## config.mk

```make
export PLATFORM = sky130hd
export DESIGN_NAME = uart_cmd_port
export DESIGN_NICKNAME = d
export VERILOG_FILES = /design/src/hdl/uart_cmd_pkg.sv /design/src/hdl/baud_tick.sv /design/src/hdl/uart_tx_frame.sv /design/src/hdl/cmd_sequencer.sv /design/src/hdl/uart_rx_frame.sv /design/src/hdl/uart_cmd_port.sv
export SDC_FILE = /design/constraint.sdc
export NUM_CORES = 1
export LEC_CHECK = 0
export BUFFER_PORTS_ARGS = -buffer_cell sky130_fd_sc_hd__buf_2
export CORE_MARGIN = 2
export CORE_UTILIZATION = 54
export CTS_CLUSTER_SIZE = 20
export DETAILED_ROUTE_END_ITERATION = 8
export PLACE_DENSITY = 0.86
export SLEW_MARGIN = 10
export SYNTH_ARGS = -nofsm -noshare
export SYNTH_HDL_FRONTEND = slang
export SYNTH_SLANG_ARGS = --single-unit
export TNS_END_PERCENT = 1
```

## constraint.sdc

```tcl
create_clock -name clk -period 2.05 [get_ports clk]
set_input_delay 0.41 -clock clk [delete_from_list [all_inputs] [get_ports clk]]
set_output_delay 0.41 -clock clk [all_outputs]
set_load 0.05 [all_outputs]
```

## src/hdl/uart_cmd_pkg.sv

```systemverilog
package uart_cmd_pkg;

  // bit timing, 115200 baud from a 50 MHz clock
  localparam int CLKS_PER_BIT = 434;
  localparam int HALF_BIT     = CLKS_PER_BIT / 2;

  // command word layout
  localparam int CMD_W      = 16;
  localparam int CMD_RW_BIT = 15;

  typedef logic [CMD_W-1:0] cmd_t;
  typedef logic [7:0]       byte_t;

  // must hold CLKS_PER_BIT - 1
  typedef logic [8:0]       baud_cnt_t;

  // position inside a frame
  typedef logic [3:0]       bit_idx_t;

  typedef enum logic [1:0] {
    SEQ_IDLE,
    SEQ_HI,
    SEQ_LO
  } seq_state_t;

  typedef enum logic [2:0] {
    TX_IDLE,
    TX_START,
    TX_DATA,
    TX_PARITY,
    TX_STOP
  } tx_state_t;

  typedef enum logic [2:0] {
    RX_IDLE,
    RX_START,
    RX_DATA,
    RX_PARITY,
    RX_STOP
  } rx_state_t;

endpackage

```

## src/hdl/baud_tick.sv

```systemverilog
module baud_tick (
  input  logic clk,
  input  logic rst_n,
  input  logic run,
  output logic bit_end,
  output logic mid_bit
);

  import uart_cmd_pkg::*;

  baud_cnt_t cnt;
  logic      at_last;

  assign at_last = (cnt == baud_cnt_t'(CLKS_PER_BIT - 1));

  // held at zero while idle so the first bit starts clean
  always_ff @(posedge clk or negedge rst_n) begin
    if (!rst_n) begin
      cnt <= '0;
    end else if (!run) begin
      cnt <= '0;
    end else if (at_last) begin
      cnt <= '0;
    end else begin
      cnt <= cnt + baud_cnt_t'(1);
    end
  end

  assign bit_end = run && at_last;
  assign mid_bit = run && (cnt == baud_cnt_t'(HALF_BIT));

endmodule

```

## src/hdl/uart_tx_frame.sv

```systemverilog
module uart_tx_frame (
  input  logic                 clk,
  input  logic                 rst_n,
  input  uart_cmd_pkg::byte_t  frame_byte,
  input  logic                 frame_start,
  output logic                 frame_done,
  output logic                 tx
);

  import uart_cmd_pkg::*;

  tx_state_t state;
  bit_idx_t  bit_idx;
  byte_t     shift;
  logic      par;
  logic      run;
  logic      bit_end;
  logic      load;

  assign run = (state != TX_IDLE);

  // only the bit-end strobe is needed on the transmit side
  baud_tick u_baud (
    .clk     (clk),
    .rst_n   (rst_n),
    .run     (run),
    .bit_end (bit_end),
    .mid_bit ()
  );

  assign frame_done = (state == TX_STOP) && bit_end;

  // new byte either from idle or straight after a stop bit
  assign load = frame_start && ((state == TX_IDLE) || frame_done);

  always_ff @(posedge clk) begin
    if (load) begin
      shift <= frame_byte;
      par   <= ~^frame_byte;
    end else if (bit_end && (state == TX_START || state == TX_DATA)) begin
      shift <= {shift[6:0], 1'b0};
    end
  end

  always_ff @(posedge clk or negedge rst_n) begin
    if (!rst_n) begin
      state   <= TX_IDLE;
      bit_idx <= '0;
      tx      <= 1'b1;
    end else begin
      unique case (state)
        TX_IDLE: begin
          if (load) begin
            state <= TX_START;
            tx    <= 1'b0;
          end
        end
        TX_START: begin
          if (bit_end) begin
            state   <= TX_DATA;
            bit_idx <= '0;
            tx      <= shift[7];
          end
        end
        TX_DATA: begin
          if (bit_end) begin
            if (bit_idx == bit_idx_t'(7)) begin
              state <= TX_PARITY;
              tx    <= par;
            end else begin
              bit_idx <= bit_idx + bit_idx_t'(1);
              tx      <= shift[7];
            end
          end
        end
        TX_PARITY: begin
          if (bit_end) begin
            state <= TX_STOP;
            tx    <= 1'b1;
          end
        end
        TX_STOP: begin
          if (load) begin
            state <= TX_START;
            tx    <= 1'b0;
          end else if (bit_end) begin
            state <= TX_IDLE;
          end
        end
        default: begin
          state <= TX_IDLE;
          tx    <= 1'b1;
        end
      endcase
    end
  end

endmodule

```

## src/hdl/cmd_sequencer.sv

```systemverilog
module cmd_sequencer (
  input  logic                 clk,
  input  logic                 rst_n,
  input  uart_cmd_pkg::cmd_t   cmd_in,
  input  logic                 cmd_vld,
  output logic                 cmd_rdy,
  output uart_cmd_pkg::byte_t  frame_byte,
  output logic                 frame_start,
  input  logic                 frame_done
);

  import uart_cmd_pkg::*;

  seq_state_t state;
  byte_t      lo_byte;
  logic       two_byte;
  logic       accept;
  logic       hi_done;

  assign cmd_rdy = (state == SEQ_IDLE);
  assign accept  = cmd_vld && cmd_rdy;
  assign hi_done = (state == SEQ_HI) && frame_done;

  // high byte goes out in the accept cycle, low byte at the end of the first frame
  assign frame_start = accept || (hi_done && two_byte);
  assign frame_byte  = (state == SEQ_IDLE) ? cmd_in[CMD_W-1 -: 8] : lo_byte;

  // only the parts still needed after the first frame are kept
  always_ff @(posedge clk) begin
    if (accept) begin
      lo_byte <= cmd_in[7:0];
    end
  end

  always_ff @(posedge clk or negedge rst_n) begin
    if (!rst_n) begin
      two_byte <= 1'b0;
    end else if (accept) begin
      two_byte <= cmd_in[CMD_RW_BIT];
    end
  end

  always_ff @(posedge clk or negedge rst_n) begin
    if (!rst_n) begin
      state <= SEQ_IDLE;
    end else begin
      unique case (state)
        SEQ_IDLE: begin
          if (accept) begin
            state <= SEQ_HI;
          end
        end
        SEQ_HI: begin
          if (frame_done) begin
            state <= two_byte ? SEQ_LO : SEQ_IDLE;
          end
        end
        SEQ_LO: begin
          if (frame_done) begin
            state <= SEQ_IDLE;
          end
        end
        default: begin
          state <= SEQ_IDLE;
        end
      endcase
    end
  end

endmodule

```

## src/hdl/uart_rx_frame.sv

```systemverilog
module uart_rx_frame (
  input  logic                 clk,
  input  logic                 rst_n,
  input  logic                 rx,
  output uart_cmd_pkg::byte_t  read_data,
  output logic                 read_rdy
);

  import uart_cmd_pkg::*;

  rx_state_t state;
  bit_idx_t  bit_idx;
  byte_t     shift;
  logic      par_q;
  logic      rx_meta;
  logic      rx_sync;
  logic      rx_prev;
  logic      fall;
  logic      run;
  logic      bit_end;
  logic      mid_bit;
  logic      frame_ok;

  // two flops for metastability, one more for edge detect
  always_ff @(posedge clk or negedge rst_n) begin
    if (!rst_n) begin
      rx_meta <= 1'b1;
      rx_sync <= 1'b1;
      rx_prev <= 1'b1;
    end else begin
      rx_meta <= rx;
      rx_sync <= rx_meta;
      rx_prev <= rx_sync;
    end
  end

  assign fall = rx_prev && !rx_sync;
  assign run  = (state != RX_IDLE);

  baud_tick u_baud (
    .clk     (clk),
    .rst_n   (rst_n),
    .run     (run),
    .bit_end (bit_end),
    .mid_bit (mid_bit)
  );

  // odd parity over data and parity bit, stop must be high
  assign frame_ok = (^{shift, par_q}) && rx_sync;

  always_ff @(posedge clk) begin
    if (mid_bit && state == RX_DATA) begin
      shift <= {shift[6:0], rx_sync};
    end
    if (mid_bit && state == RX_PARITY) begin
      par_q <= rx_sync;
    end
  end

  always_ff @(posedge clk or negedge rst_n) begin
    if (!rst_n) begin
      state     <= RX_IDLE;
      bit_idx   <= '0;
      read_data <= '0;
      read_rdy  <= 1'b0;
    end else begin
      read_rdy <= 1'b0;
      unique case (state)
        RX_IDLE: begin
          if (fall) begin
            state <= RX_START;
          end
        end
        RX_START: begin
          // start bit gone high again at mid-bit means a glitch
          if (mid_bit && rx_sync) begin
            state <= RX_IDLE;
          end else if (bit_end) begin
            state   <= RX_DATA;
            bit_idx <= '0;
          end
        end
        RX_DATA: begin
          if (bit_end) begin
            if (bit_idx == bit_idx_t'(7)) begin
              state <= RX_PARITY;
            end else begin
              bit_idx <= bit_idx + bit_idx_t'(1);
            end
          end
        end
        RX_PARITY: begin
          if (bit_end) begin
            state <= RX_STOP;
          end
        end
        RX_STOP: begin
          // leave at mid stop so the next start edge is not missed
          if (mid_bit) begin
            state <= RX_IDLE;
            if (frame_ok) begin
              read_data <= shift;
              read_rdy  <= 1'b1;
            end
          end
        end
        default: begin
          state <= RX_IDLE;
        end
      endcase
    end
  end

endmodule

```

## src/hdl/uart_cmd_port.sv

```systemverilog
module uart_cmd_port (
  input  logic                 clk,
  input  logic                 rst_n,
  input  uart_cmd_pkg::cmd_t   cmd_in,
  input  logic                 cmd_vld,
  output logic                 cmd_rdy,
  output logic                 tx,
  input  logic                 rx,
  output uart_cmd_pkg::byte_t  read_data,
  output logic                 read_rdy
);

  import uart_cmd_pkg::*;

  byte_t frame_byte;
  logic  frame_start;
  logic  frame_done;

  // transmit path
  cmd_sequencer u_seq (
    .clk         (clk),
    .rst_n       (rst_n),
    .cmd_in      (cmd_in),
    .cmd_vld     (cmd_vld),
    .cmd_rdy     (cmd_rdy),
    .frame_byte  (frame_byte),
    .frame_start (frame_start),
    .frame_done  (frame_done)
  );

  uart_tx_frame u_tx (
    .clk         (clk),
    .rst_n       (rst_n),
    .frame_byte  (frame_byte),
    .frame_start (frame_start),
    .frame_done  (frame_done),
    .tx          (tx)
  );

  // receive path, independent of the transmitter
  uart_rx_frame u_rx (
    .clk       (clk),
    .rst_n     (rst_n),
    .rx        (rx),
    .read_data (read_data),
    .read_rdy  (read_rdy)
  );

endmodule

```

# Yosys cells after proc, flatten, opt, wreduce, memory -nomap -nowiden
# Index checks and enable logic that the tools add are counted.
dict set report word_totals {
  out_inout_bits 11
  regBits 74
  in_bits 20
  wordCells 140
}
dict set report classes {
  eq_ne 35
  n_mux 46
  addsub 4
  reduce_logical 36
}
# operator count
set ops {}
lappend ops {{two-way mux 3 bit} 14}
lappend ops {{two-way mux 9 bit} 4}
lappend ops {{one-hot mux 3 bit (5 select lines)} 2}
lappend ops {{two-way mux 4 bit} 7}
lappend ops {{two-way mux 8 bit} 3}
lappend ops {{!= test 2 x 1 -> 1 bit (second input constant)} 12}
lappend ops {{adder 9 x 1 -> 9 bit (second input constant)} 2}
lappend ops {{equality test 9 bit (second input constant)} 2}
lappend ops {{one-hot mux 4 bit (2 select lines)} 2}
lappend ops {{logical AND 1 bit} 14}
lappend ops {{equality test 3 x 2 -> 1 bit (second input constant)} 4}
lappend ops {{!= test 2 bit (second input constant)} 6}
lappend ops {{AND reduction 6 bit} 2}
lappend ops {{equality test 9 x 8 -> 1 bit (second input constant)} 1}
lappend ops {{XOR reduction 9 bit} 1}
lappend ops {{adder 4 x 1 -> 4 bit (second input constant)} 2}
lappend ops {{equality test 4 x 3 -> 1 bit (second input constant)} 2}
lappend ops {{two-way mux 1 bit} 8}
lappend ops {{two-way mux 2 bit} 4}
lappend ops {{AND reduction 4 bit} 2}
lappend ops {{XNOR reduction 8 bit} 1}
lappend ops {{equality test 3 x 1 -> 1 bit (second input constant)} 2}
lappend ops {{equality test 3 bit (second input constant)} 2}
lappend ops {{logical NOT 3 bit} 2}
lappend ops {{other kinds (13)} 20}

# Depth between registers and ports, before layout
# Gate-level depths: netlist of run 1.
dict set report depth {
  ltp_word 9
  depth_mapped 7
}

# Hierarchy
# Synthesis of run 1 repeated with hierarchy kept, for this count alone.
dict set report hier_totals {
  cells_unflattened 304
  area_unflattened_um2 3614.7
}
# mod n_inst seq_area_each_um2 cells_each area_each_um2
set modules_own_cells {}
lappend modules_own_cells {uart_rx_frame 1 749.5 100 1224.9}
lappend modules_own_cells {uart_tx_frame 1 471.7 82 958.4}
lappend modules_own_cells {baud_tick 2 225.2 46 471.7}
lappend modules_own_cells {cmd_sequencer 1 315.3 30 488.0}

# Worst setup path after synthesis of run 1
# No wires, ideal clock.
dict set report synth_path {
  path_type {reg-to-reg}
  start {register u_seq.state[0]}
  end {register u_tx.shift[1], data pin}
  slack_ns -0.345
  synth_period_minus_slack_ns 2.395
  arrival_time_ns 2.133
  path_stages_with_launch 4
  n_path_buf 0
  path_cell_list {dfrtp_1 > nor2_1 > mux2_2 > mux2_1}
}
dict set report synth_via {
  word_cells_on_any_way 9
  cone_classes {eq/ne (1); mux (2); reduce/logical (6)}
}
# element line_no
set synth_rtl {}
lappend synth_rtl {{from (decl)} cmd_sequencer.sv:14} ;# seq_state_t state;
lappend synth_rtl {{from (signal assigned)} cmd_sequencer.sv:55} ;# state <= two_byte ? SEQ_LO : SEQ_IDLE;
lappend synth_rtl {{logical NOT 2 bit (*)} cmd_sequencer.sv:20} ;# assign cmd_rdy = (state == SEQ_IDLE);
lappend synth_rtl {{via cmd_rdy} uart_cmd_port.sv:6} ;# output logic cmd_rdy,
lappend synth_rtl {{logical AND 1 bit} cmd_sequencer.sv:21} ;# assign accept = cmd_vld && cmd_rdy;
lappend synth_rtl {{logical OR 1 bit} cmd_sequencer.sv:25} ;# assign frame_start = accept || (hi_done && two_byte);
lappend synth_rtl {{logical AND 1 bit} uart_tx_frame.sv:34} ;# assign load = frame_start && ((state == TX_IDLE) || frame_done);
lappend synth_rtl {{two-way mux 8 bit (*)} uart_tx_frame.sv:37} ;# if (load) begin
lappend synth_rtl {{to (signal assigned)} uart_tx_frame.sv:38} ;# shift <= frame_byte;
lappend synth_rtl {{to (signal assigned)} uart_tx_frame.sv:41} ;# shift <= {shift[6:0], 1'b0};
lappend synth_rtl {{to (decl)} uart_tx_frame.sv:14} ;# byte_t shift;
# Mark *: on every way through the listed nets, which the timed path passes. The rest lies on a longest branch.
# A chain may end at the register's enable or synchronous reset.

# Worst setup path in the final report of run 1
dict set report layout_path {
  start {register u_tx.u_baud.cnt[3]}
  end {register u_tx.shift[1], data pin}
}
dict set report layout_via {
  elab_chain_len 8
  word_cells_on_any_way 9
  cone_classes {eq/ne (1); mux (1); reduce/logical (7)}
}
# element line_no
set layout_rtl {}
lappend layout_rtl {{from (decl)} baud_tick.sv:11} ;# baud_cnt_t cnt;
lappend layout_rtl {{from (signal assigned)} baud_tick.sv:25} ;# cnt <= cnt + baud_cnt_t'(1);
lappend layout_rtl {{equality test 9 bit (*)} baud_tick.sv:14} ;# assign at_last = (cnt == baud_cnt_t'(CLKS_PER_BIT - 1));
lappend layout_rtl {{logical AND 1 bit (*)} baud_tick.sv:29} ;# assign bit_end = run && at_last;
lappend layout_rtl {{logical AND 1 bit (*)} uart_tx_frame.sv:31} ;# assign frame_done = (state == TX_STOP) && bit_end;
lappend layout_rtl {{logical AND 1 bit} cmd_sequencer.sv:22} ;# assign hi_done = (state == SEQ_HI) && frame_done;
lappend layout_rtl {{logical AND 1 bit} cmd_sequencer.sv:25}
lappend layout_rtl {{logical OR 1 bit} cmd_sequencer.sv:25}
lappend layout_rtl {{logical AND 1 bit (*)} uart_tx_frame.sv:34}
lappend layout_rtl {{two-way mux 8 bit (*)} uart_tx_frame.sv:37}
# Mark *: on every way between the ends. The rest lies on a longest branch, timed or not.

==> flow_summary.toml, run 1 <==
[outcome]
status = "complete, no violations"

[clock_network]
cts_buffer_depth = 2
cts-root-buf = "clkbuf_8"
cts_setup_buffers = 0
h-tree-depth = 3
cts_tree = "built"
cts_sinks = 74
numCtsBuffers = 9
clk_pin_slew_worst_paths_ns = 0.07
insertion_delay_ns = 0.35

[timing]
hold_violations = 0
slew_violations = 0
finClkSkew_ns = 0.0151
fin_crit_sh_pct = 97.6
min_period_ns = 2.00
fmax_ghz = 0.500
setup_violations = 0
worst_slack_ns = 0.0497
rsz0062_at_grt = "true"
max_slew_margin_pct = 28.8
worstMarginPinSlew_ns = 1.06

[die]
fp-row-count = 29
die_w_um = 86.2
die_h_um = 86.2
core-area_um2 = 6460
ioPinCount = 31
die_area_um2 = 7440
start_util_pct = 56.5

[hold_path]
worstHoldStart = "rx"
min_path_type = "input pin to register"

[critical_path]
r2r-start = "u_tx.u_baud.cnt[3]$_DFF_PN0_"
end_kind = "register"
cp_slowest_stage_delay_ns = 0.58
crit_start = "u_tx.u_baud.cnt[3]$_DFF_PN0_"
worstSetupPathType = "register to register"
cp.required_ns = 2.14
critical-path-top-delay-family = "simple AND/OR/NAND/NOR gates"
slowest_stage = "or4b_4"
path_cells = "or4b_4 > o21ai_2 > nand3_1 > buf_6 > mux2_1"
start_kind = "register"
critPathBufInv = 1
cp.arrival_ns = 2.09
path_max_fanout = 11

[global_route]
track_usage_pct = 19.1
grt_max_degree = 21
grt_pass1_wl_um = 11100
antenna_found_initial = 0
grt_overflow = 0
grt_pass1_vias = 2495

[finish]
utilization_pct = 65.5
n_antenna_cell = 0
layout-drive-gt1-share_pct = 24.7
nFillCells = 464
nets = 390
final-seq-area_um2 = 1990
multiInputGateArea_um2 = 1600
layoutNonFillerInstCount = 446
area_growth_pct = 15.9

[drt]
drt_iter0_drc = 140
firstDrtPassIters = 5
drc = 0
antenna_left = 0
via_per_inst = 5.61
vias = 2504
wl_um = 6430
avgRoutedWirePerCell_um = 14.4

[synthesis]
synth_most_common_cell = "dfrtp_1"
synth_top_area_share_pct = 30.1
netlist_instances = 313
synth_top_area_cell = "dfrtp_1"
ys_types = 55
syn_avg_cell_area_um2 = 11.7
synth-main-ff-cell = "dfrtp_1"
ys_top_cells_by_count = "dfrtp_1, nor2_1, xnor2_1, edfxtp_1, nand2_1"
synth_edf_count = 26
async_reset_ff_share_pct = 64.9
synth_area_um2 = 3650
synth.area.top_cells = "dfrtp_1, edfxtp_1, xnor2_1"
synth_seq_cells = 74
ys_warn_count = 0
syn-num-nets = 339
ys_seq_area_share_pct = 54.4

[power_and_ir_drop]
p_total_mw = 3.00
irDropWorstVdd_mv = 0.569
p_per_area_nw_per_um2 = 708
power.leakage_nw = 1.71

[placed_design]
dp.cells = 429
dp_hpwl_um = 4710
place_ws_ns = -0.0374
numPortBuffers = 30
finalWeightedCongestion = 0.836

[job]
maxCapViolCount = 0
==> cells by family (layout without fill, tap and decap cells) <==
group / count (synthesis) / in the layout / synth area share, %
simple gates: 109 / 109 / 15.6
flops: 74 / 74 / 54.4
xor+xnor: 39 / 39 / 10.5
compound gates: 37 / 37 / 7.20
mux: 26 / 26 / 7.95
buf+inv: 22 / 78 / 2.33
fa+ha+maj: 6 / 6 / 2.06
==> what timing repair did <==
action	CTS	global route
hold buffers	1	0
gates resized for setup	2	3
hold endpoints to repair	12	0
endpoints found under the setup margin	14	9
pin swaps	0	1
==> cells in the final DEF, fill, tap and decap left out, types with 9 or more instances in the layout <==
cell type	synthesis	routed
o21ai_0	10	9
xor2_1	9	9
nand3_1	14	14
inv_1	14	14
buf_2	2	30
nand2_1	17	16
nor3_1	11	10
nor2_1	34	33
clkbuf_8	0	9
mux2_2	15	15
dfrtp_1	44	44
buf_4	0	16
xnor2_1	27	27
edfxtp_1	26	26
==> worst paths after layout <==
check | cells after the start | to | slack, ns
max | 5 | u_tx.shift[1]$_DFFE_PP_ | 0.05
min | 1 | u_rx.rx_meta$_DFF_PN1_ | 0.16
max reg2reg | 5 | u_tx.shift[1]$_DFFE_PP_ | 0.05
min reg2reg | 0 | u_rx.rx_sync$_DFF_PN1_ | 0.36
max in group asynchronous | 3 | u_rx.rx_meta$_DFF_PN1_ | 0.91
min in group asynchronous | 2 | u_rx.read_data[6]$_DFFE_PN0P_ | 0.49
==> layer usage <==
layer,track usage (%),part of all wire (%),up-vias
li1,-,-,1229
met1,26.3,49,1225
met2,29.0,46,39
met3,4.86,3.5,11
met4,8.66,1.7,0
met5,0,0,-
==> layout make-up <==
type                       instances  area share, %
sequential                        74           47.0
multi-input combinational        217           37.9
clock buffer                       9           2.93
inverter                          14           1.24
tap                               77           2.28
timing repair buffer              48           6.89
clock inverter                     7           1.83
==> state kept, by name, summed over array words and instances (netlist names), 2 cells and up <==
name and cells:
u_tx.u_baud.cnt 9, u_seq.state 2, u_rx.state 3, u_rx.read_data 8, u_seq.lo_byte 8, u_rx.u_baud.cnt 9
u_tx.bit_idx 4, u_tx.state 3, u_rx.bit_idx 4, u_rx.shift 8, u_tx.shift 8
==> report_power, final <==
group	total, mW	internal (mW)	switching (mW)	leakage (nW)
registers	1.65	1.58	0.0671	0.828
clock network	1.12	0.570	0.546	0.101
logic	0.233	0.113	0.120	0.783
total	3.00	2.26	0.733	1.71
==> through the flow <==
step	hold WS (ns)	instance area (um2)	setup TNS, ns
floorplan	0.114	3660	-0.0384
global placement	0.333	4000	0
detailed placement	0.344	4000	-0.306
CTS	0.144	4220	0
global route	0.140	4230	-0.0149
finish	0.161	4230	0
Power figures use the tool's default switching activity.
==> run 2, diff against run 1 <==
- CORE_UTILIZATION: 54 -> 35
- CTS_BUF_LIST: default -> sky130_fd_sc_hd__clkbuf_2
- PLACE_DENSITY: 0.86 -> 0.63
- SYNTH_HIERARCHICAL: default -> 1
==> flow_summary.toml, run 2 <==
[drt]
vias = 2532
antenna_left = 0
avgRoutedWirePerCell_um = 13.1
drt_iter0_drc = 127
via_per_inst = 4.80
drc = 0
wl_um = 6920
firstDrtPassIters = 4

[timing]
setup_violations = 24
max_slew_margin_pct = 61.9
min_period_ns = 2.34
worstMarginPinSlew_ns = 0.570
worst_slack_ns = -0.289
hold_violations = 0
slew_violations = 0
fin_crit_sh_pct = 114
fmax_ghz = 0.428
finClkSkew_ns = 0.0409
rsz0062_at_grt = "true"

[finish]
n_antenna_cell = 0
area_growth_pct = 24.7
nets = 412
largestRegisters = "u_rx/u_baud/cnt x9, u_tx/u_baud/cnt x9"
layout-drive-gt1-share_pct = 35.3
final_cell_area_um2 = 4490
final_cell_mix = "dfrtp_1, buf_4, buf_2"
final_common_cell = "dfrtp_1"

[clock_network]
numCtsBuffers = 9
h-tree-depth = 3
insertion_delay_ns = 0.52
cts_sinks = 74
cts_buffer_depth = 2
clk_pin_slew_worst_paths_ns = 0.19
cts-root-buf = "clkbuf_2"
cts_tree = "built"

[power_and_ir_drop]
p_total_mw = 2.86
irDropWorstVdd_mv = 0.439
p_per_area_nw_per_um2 = 637
power.leakage_nw = 1.81

[critical_path]
r2r-start = "u_rx/u_baud/cnt[1]$_DFF_PN0_"
cp.arrival_ns = 2.75
r2r_end = "u_rx/read_data[1]$_DFFE_PN0P_"
crit_start = "u_rx/u_baud/cnt[1]$_DFF_PN0_"
cp-endpoint = "u_rx/read_data[1]$_DFFE_PN0P_"
path_max_fanout = 7
worstSetupPathType = "register to register"
reg2reg_depth = 11
end_kind = "register"
cp.required_ns = 2.46
start_kind = "register"
r2r_slack_ns = -0.29

[synthesis]
netlist_instances = 302
ys_warn_count = 6
synth_area_um2 = 3600
syn-num-nets = 328
syn_avg_cell_area_um2 = 11.9

[global_route]
track_usage_pct = 13.6
grt_max_degree = 30
grt_overflow = 0
grt_pass1_vias = 2604
grt_pass1_wl_um = 12100
antenna_found_initial = 0

[outcome]
status = "finished with violations"
violations = "negative setup slack"

[job]
maxCapViolCount = 0

[die]
fp-row-count = 37
core-area_um2 = 10100
ioPinCount = 31
start_util_pct = 35.5
die_h_um = 105
die_w_um = 105
die_area_um2 = 11100

[placed_design]
numPortBuffers = 30
placed_cell_area_um2 = 4200
finalWeightedCongestion = 0.789
dp_hpwl_um = 4980

[hold_path]
min_path_type = "input pin to register"
[run 2: cell types whose count changed in the layout (fill, tap and decap cells not counted), sizes merged, moves of 4 or more]
cell         change
nand4b           +4
dlygate4sd3      +5
or3              +9
nor3            -10
nand2b           +8
o21ai            +8
nor2            -12
a21oi           +14
xor2             -4
inv              -5
xnor2           -10
buf             +27
[run 2: area by class of cell]
cell class | instances | area [um2]
fillers | 942 | 5650
flip-flops and latches | 74 | 1990
multi-input cells | 211 | 1590
repair buffers | 80 | 572
well taps | 136 | 170
clock inverters | 6 | 82.6
clock buffers | 10 | 50.0
inverters | 10 | 37.5
[run 2: timing repair]
item / in CTS / in global routing
hold endpoints to repair: 17 / 4
endpoints found under the setup margin: 29 / 34
pin swaps: 6 / 0
cloned: 1 / 0
hold buffers: 2 / 4
buffers inserted: 4 / 0
gates resized for setup: 7 / 6
[run 2: power breakdown]
| group | total, mW | switching, mW | internal [mW] |
|---|---|---|---|
| combinational | 0.340 | 0.167 | 0.173 |
| clock | 0.908 | 0.505 | 0.403 |
| sequential | 1.61 | 0.0305 | 1.58 |
[run 2: per-stage QoR]
stage	hold WS [ns]	util, %	TNS [ns]	std cells	setup slack [ns]
finish	0.0831	44.3	-3.43	527	-0.289
global route	0.00854	44.3	-9.86	527	-0.474
CTS	0.00560	43.6	-4.88	523	-0.278
detailed placement	0.350	41.4	-8.90	500	-0.413
global placement	0.346	41.4	-7.98	500	-0.372
floorplan	0.114	-	-8.41	302	-0.385
[run 2: how the worst min path moves through the flow]
stage	depth (start not counted)	to	start
final	1	u_seq/lo_byte[5]$_DFFE_PP_	cmd_in[5]
after global routing	1	u_seq/lo_byte[7]$_DFFE_PP_	cmd_in[7]
after CTS	1	u_seq/lo_byte[2]$_DFFE_PP_	cmd_in[2]
after detailed placement	0	u_rx/rx_sync$_DFF_PN1_	u_rx/rx_meta$_DFF_PN1_
after global placement	0	u_rx/rx_sync$_DFF_PN1_	u_rx/rx_meta$_DFF_PN1_
after floorplan	0	u_rx/bit_idx[0]$_DFFE_PN0P_	rst_n
[run 2: per-layer routing]
layer	vias up	GRT usage, %	wire length, um
met5	-	0	0
met4	0	4.00	82
met3	8	4.02	317
met2	44	23.6	3450
met1	1220	16.2	3070
li1	1260	-	-
[run 2: worst max-delay path, stage by stage, from the launching register on]
cell and delay, ns:
dfrtp_1 0.42, inv_1 0.06, ha_1 0.15, nand4b_1 0.14, nor4_1 0.18, and2_1 0.20, nand2_2 0.09, nor4b_4 0.25
nand2_1 0.12, mux2i_4 0.20, buf_12 0.14, mux2_2 0.32
==> run 3, diff against run 2 <==
- RECOVER_POWER: default -> 50
==> flow_summary.toml, run 3 (synthesis gave the netlist of run 2 again) <==
[power_and_ir_drop]
p_per_area_nw_per_um2 = 639
power.leakage_nw = 1.80
irDropWorstVdd_mv = 0.439

[critical_path]
worstSetupPathType = "register to register"
cp_slowest_stage_delay_ns = 0.42
start_kind = "register"
cp.arrival_ns = 2.75
slowest_stage = "dfrtp_1"
path_cells = "inv_1 > ha_1 > nand4b_1 > nor4_1 > and2_1 > nand2_2 > nor4b_4 > nand2_1 > mux2i_4 > buf_12 > mux2_2"
path_max_fanout = 7
critPathBufInv = 2
end_kind = "register"
critical-path-top-delay-family = "simple AND/OR/NAND/NOR gates"
cp.required_ns = 2.46

[timing]
slew_violations = 0
hold_slack_ns = 0.0832
worst_slack_ns = -0.287
min_period_ns = 2.34
setup_violations = 23
rsz0062_at_grt = "true"
fmax_ghz = 0.428
hold_violations = 0
fin_crit_sh_pct = 114
worstMarginPinSlew_ns = 1.11
finClkSkew_ns = 0.0427
max_slew_margin_pct = 25.8

[global_route]
grt_pass1_vias = 2604
antenna_found_initial = 0
grt_pass1_wl_um = 12100
grt_max_degree = 30
track_usage_pct = 13.6
grt_overflow = 0

[die]
start_util_pct = 35.5
die_w_um = 105
die_h_um = 105
core-area_um2 = 10100
die_area_um2 = 11100
ioPinCount = 31
fp-row-count = 37

[finish]
layout-drive-gt1-share_pct = 34.8
layoutNonFillerInstCount = 527
area_growth_pct = 24.2
final_common_cell = "dfrtp_1"
final_cell_mix = "dfrtp_1, buf_4, buf_2"
nets = 412
n_antenna_cell = 0
largestRegisters = "u_rx/u_baud/cnt x9, u_tx/u_baud/cnt x9"
utilization_pct = 44.1

[hold_path]
min_path_type = "input pin to register"

[drt]
via_per_inst = 4.84
antenna_left = 0
firstDrtPassIters = 4
drt_iter0_drc = 112
avgRoutedWirePerCell_um = 13.1
drc = 0
wl_um = 6930
vias = 2549

[placed_design]
dp.cells = 500
dp_hpwl_um = 4980
finalWeightedCongestion = 0.789
numPortBuffers = 30

[clock_network]
numCtsBuffers = 9
cts_tree = "built"
insertion_delay_ns = 0.52
h-tree-depth = 3
cts_buffer_depth = 2
clk_pin_slew_worst_paths_ns = 0.19
cts_sinks = 74
cts-root-buf = "clkbuf_2"

[outcome]
status = "finished with violations"
violations = "negative setup slack"

[job]
maxCapViolCount = 0
[run 3: cell count changes in the layout (fill, tap and decap cells not counted), sizes merged]
cell    delta
buf        -3
clkbuf     +3
[run 3: per-layer routing]
layer  global-route usage, %  wire length (um)
met2                    23.6              3440
met5                       0                 0
met4                    4.00                88
met3                    4.02               323
met1                    16.2              3070
[run 3: layout make-up]
class | instances | area (um2)
clock buffer | 10 | 50.0
inverter | 10 | 37.5
multi-input combinational | 211 | 1590
fill | 947 | 5660
tap | 136 | 170
sequential | 74 | 1990
clock inverter | 6 | 82.6
timing repair buffer | 80 | 554
[run 3: final timing paths]
check,slack [ns],depth (start not counted),to,startpoint
min reg2reg,0.37,0,u_rx/rx_sync$_DFF_PN1_,u_rx/rx_meta$_DFF_PN1_
min in group asynchronous,0.61,2,u_rx/read_data[2]$_DFFE_PN0P_,rst_n
max in group asynchronous,0.31,3,u_tx/tx$_DFFE_PN1P_,rst_n
min,0.08,1,u_seq/lo_byte[5]$_DFFE_PP_,cmd_in[5]
max,-0.29,11,u_rx/read_data[1]$_DFFE_PN0P_,u_rx/u_baud/cnt[1]$_DFF_PN0_
max reg2reg,-0.29,11,u_rx/read_data[1]$_DFFE_PN0P_,u_rx/u_baud/cnt[1]$_DFF_PN0_
[run 3: power breakdown]
group / switching (mW) / internal, mW / leakage (nW) / total (mW)
Sequential: 0.0308 / 1.58 / 0.828 / 1.61
Clock: 0.504 / 0.403 / 0.0833 / 0.908
Combinational: 0.165 / 0.170 / 0.891 / 0.336
[run 3: per-stage QoR]
| stage | TNS, ns | area [um2] | worst slack (ns) | power (mW) |
|---|---|---|---|---|
| after floorplan | -8.41 | 3630 | -0.385 | 1.81 |
| after global placement | -7.98 | 4200 | -0.372 | 1.95 |
| after detailed placement | -8.90 | 4200 | -0.413 | 1.96 |
| after CTS | -4.88 | 4420 | -0.278 | 2.90 |
| after global routing | -9.86 | 4470 | -0.474 | 3.02 |
| final | -3.38 | 4470 | -0.287 | 2.86 |
[run 3: repair_timing]
action / in CTS / in global routing
endpoints found under the setup margin: 29 / 34
setup buffers: 4 / 0
gates cloned: 1 / 0
endpoints found under the hold margin: 17 / 4
hold buffers: 2 / 4
pin swaps: 6 / 0
resized for setup: 7 / 6
[run 3: worst reg2reg max path, cell delays in order (launching register included)]
cell      delay (ns)
dfrtp_1         0.42
inv_1           0.06
ha_1            0.15
nand4b_1        0.14
nor4_1          0.18
and2_1          0.20
nand2_2         0.09
nor4b_4         0.25
nand2_1         0.12
mux2i_4         0.20
buf_12          0.14
mux2_2          0.33
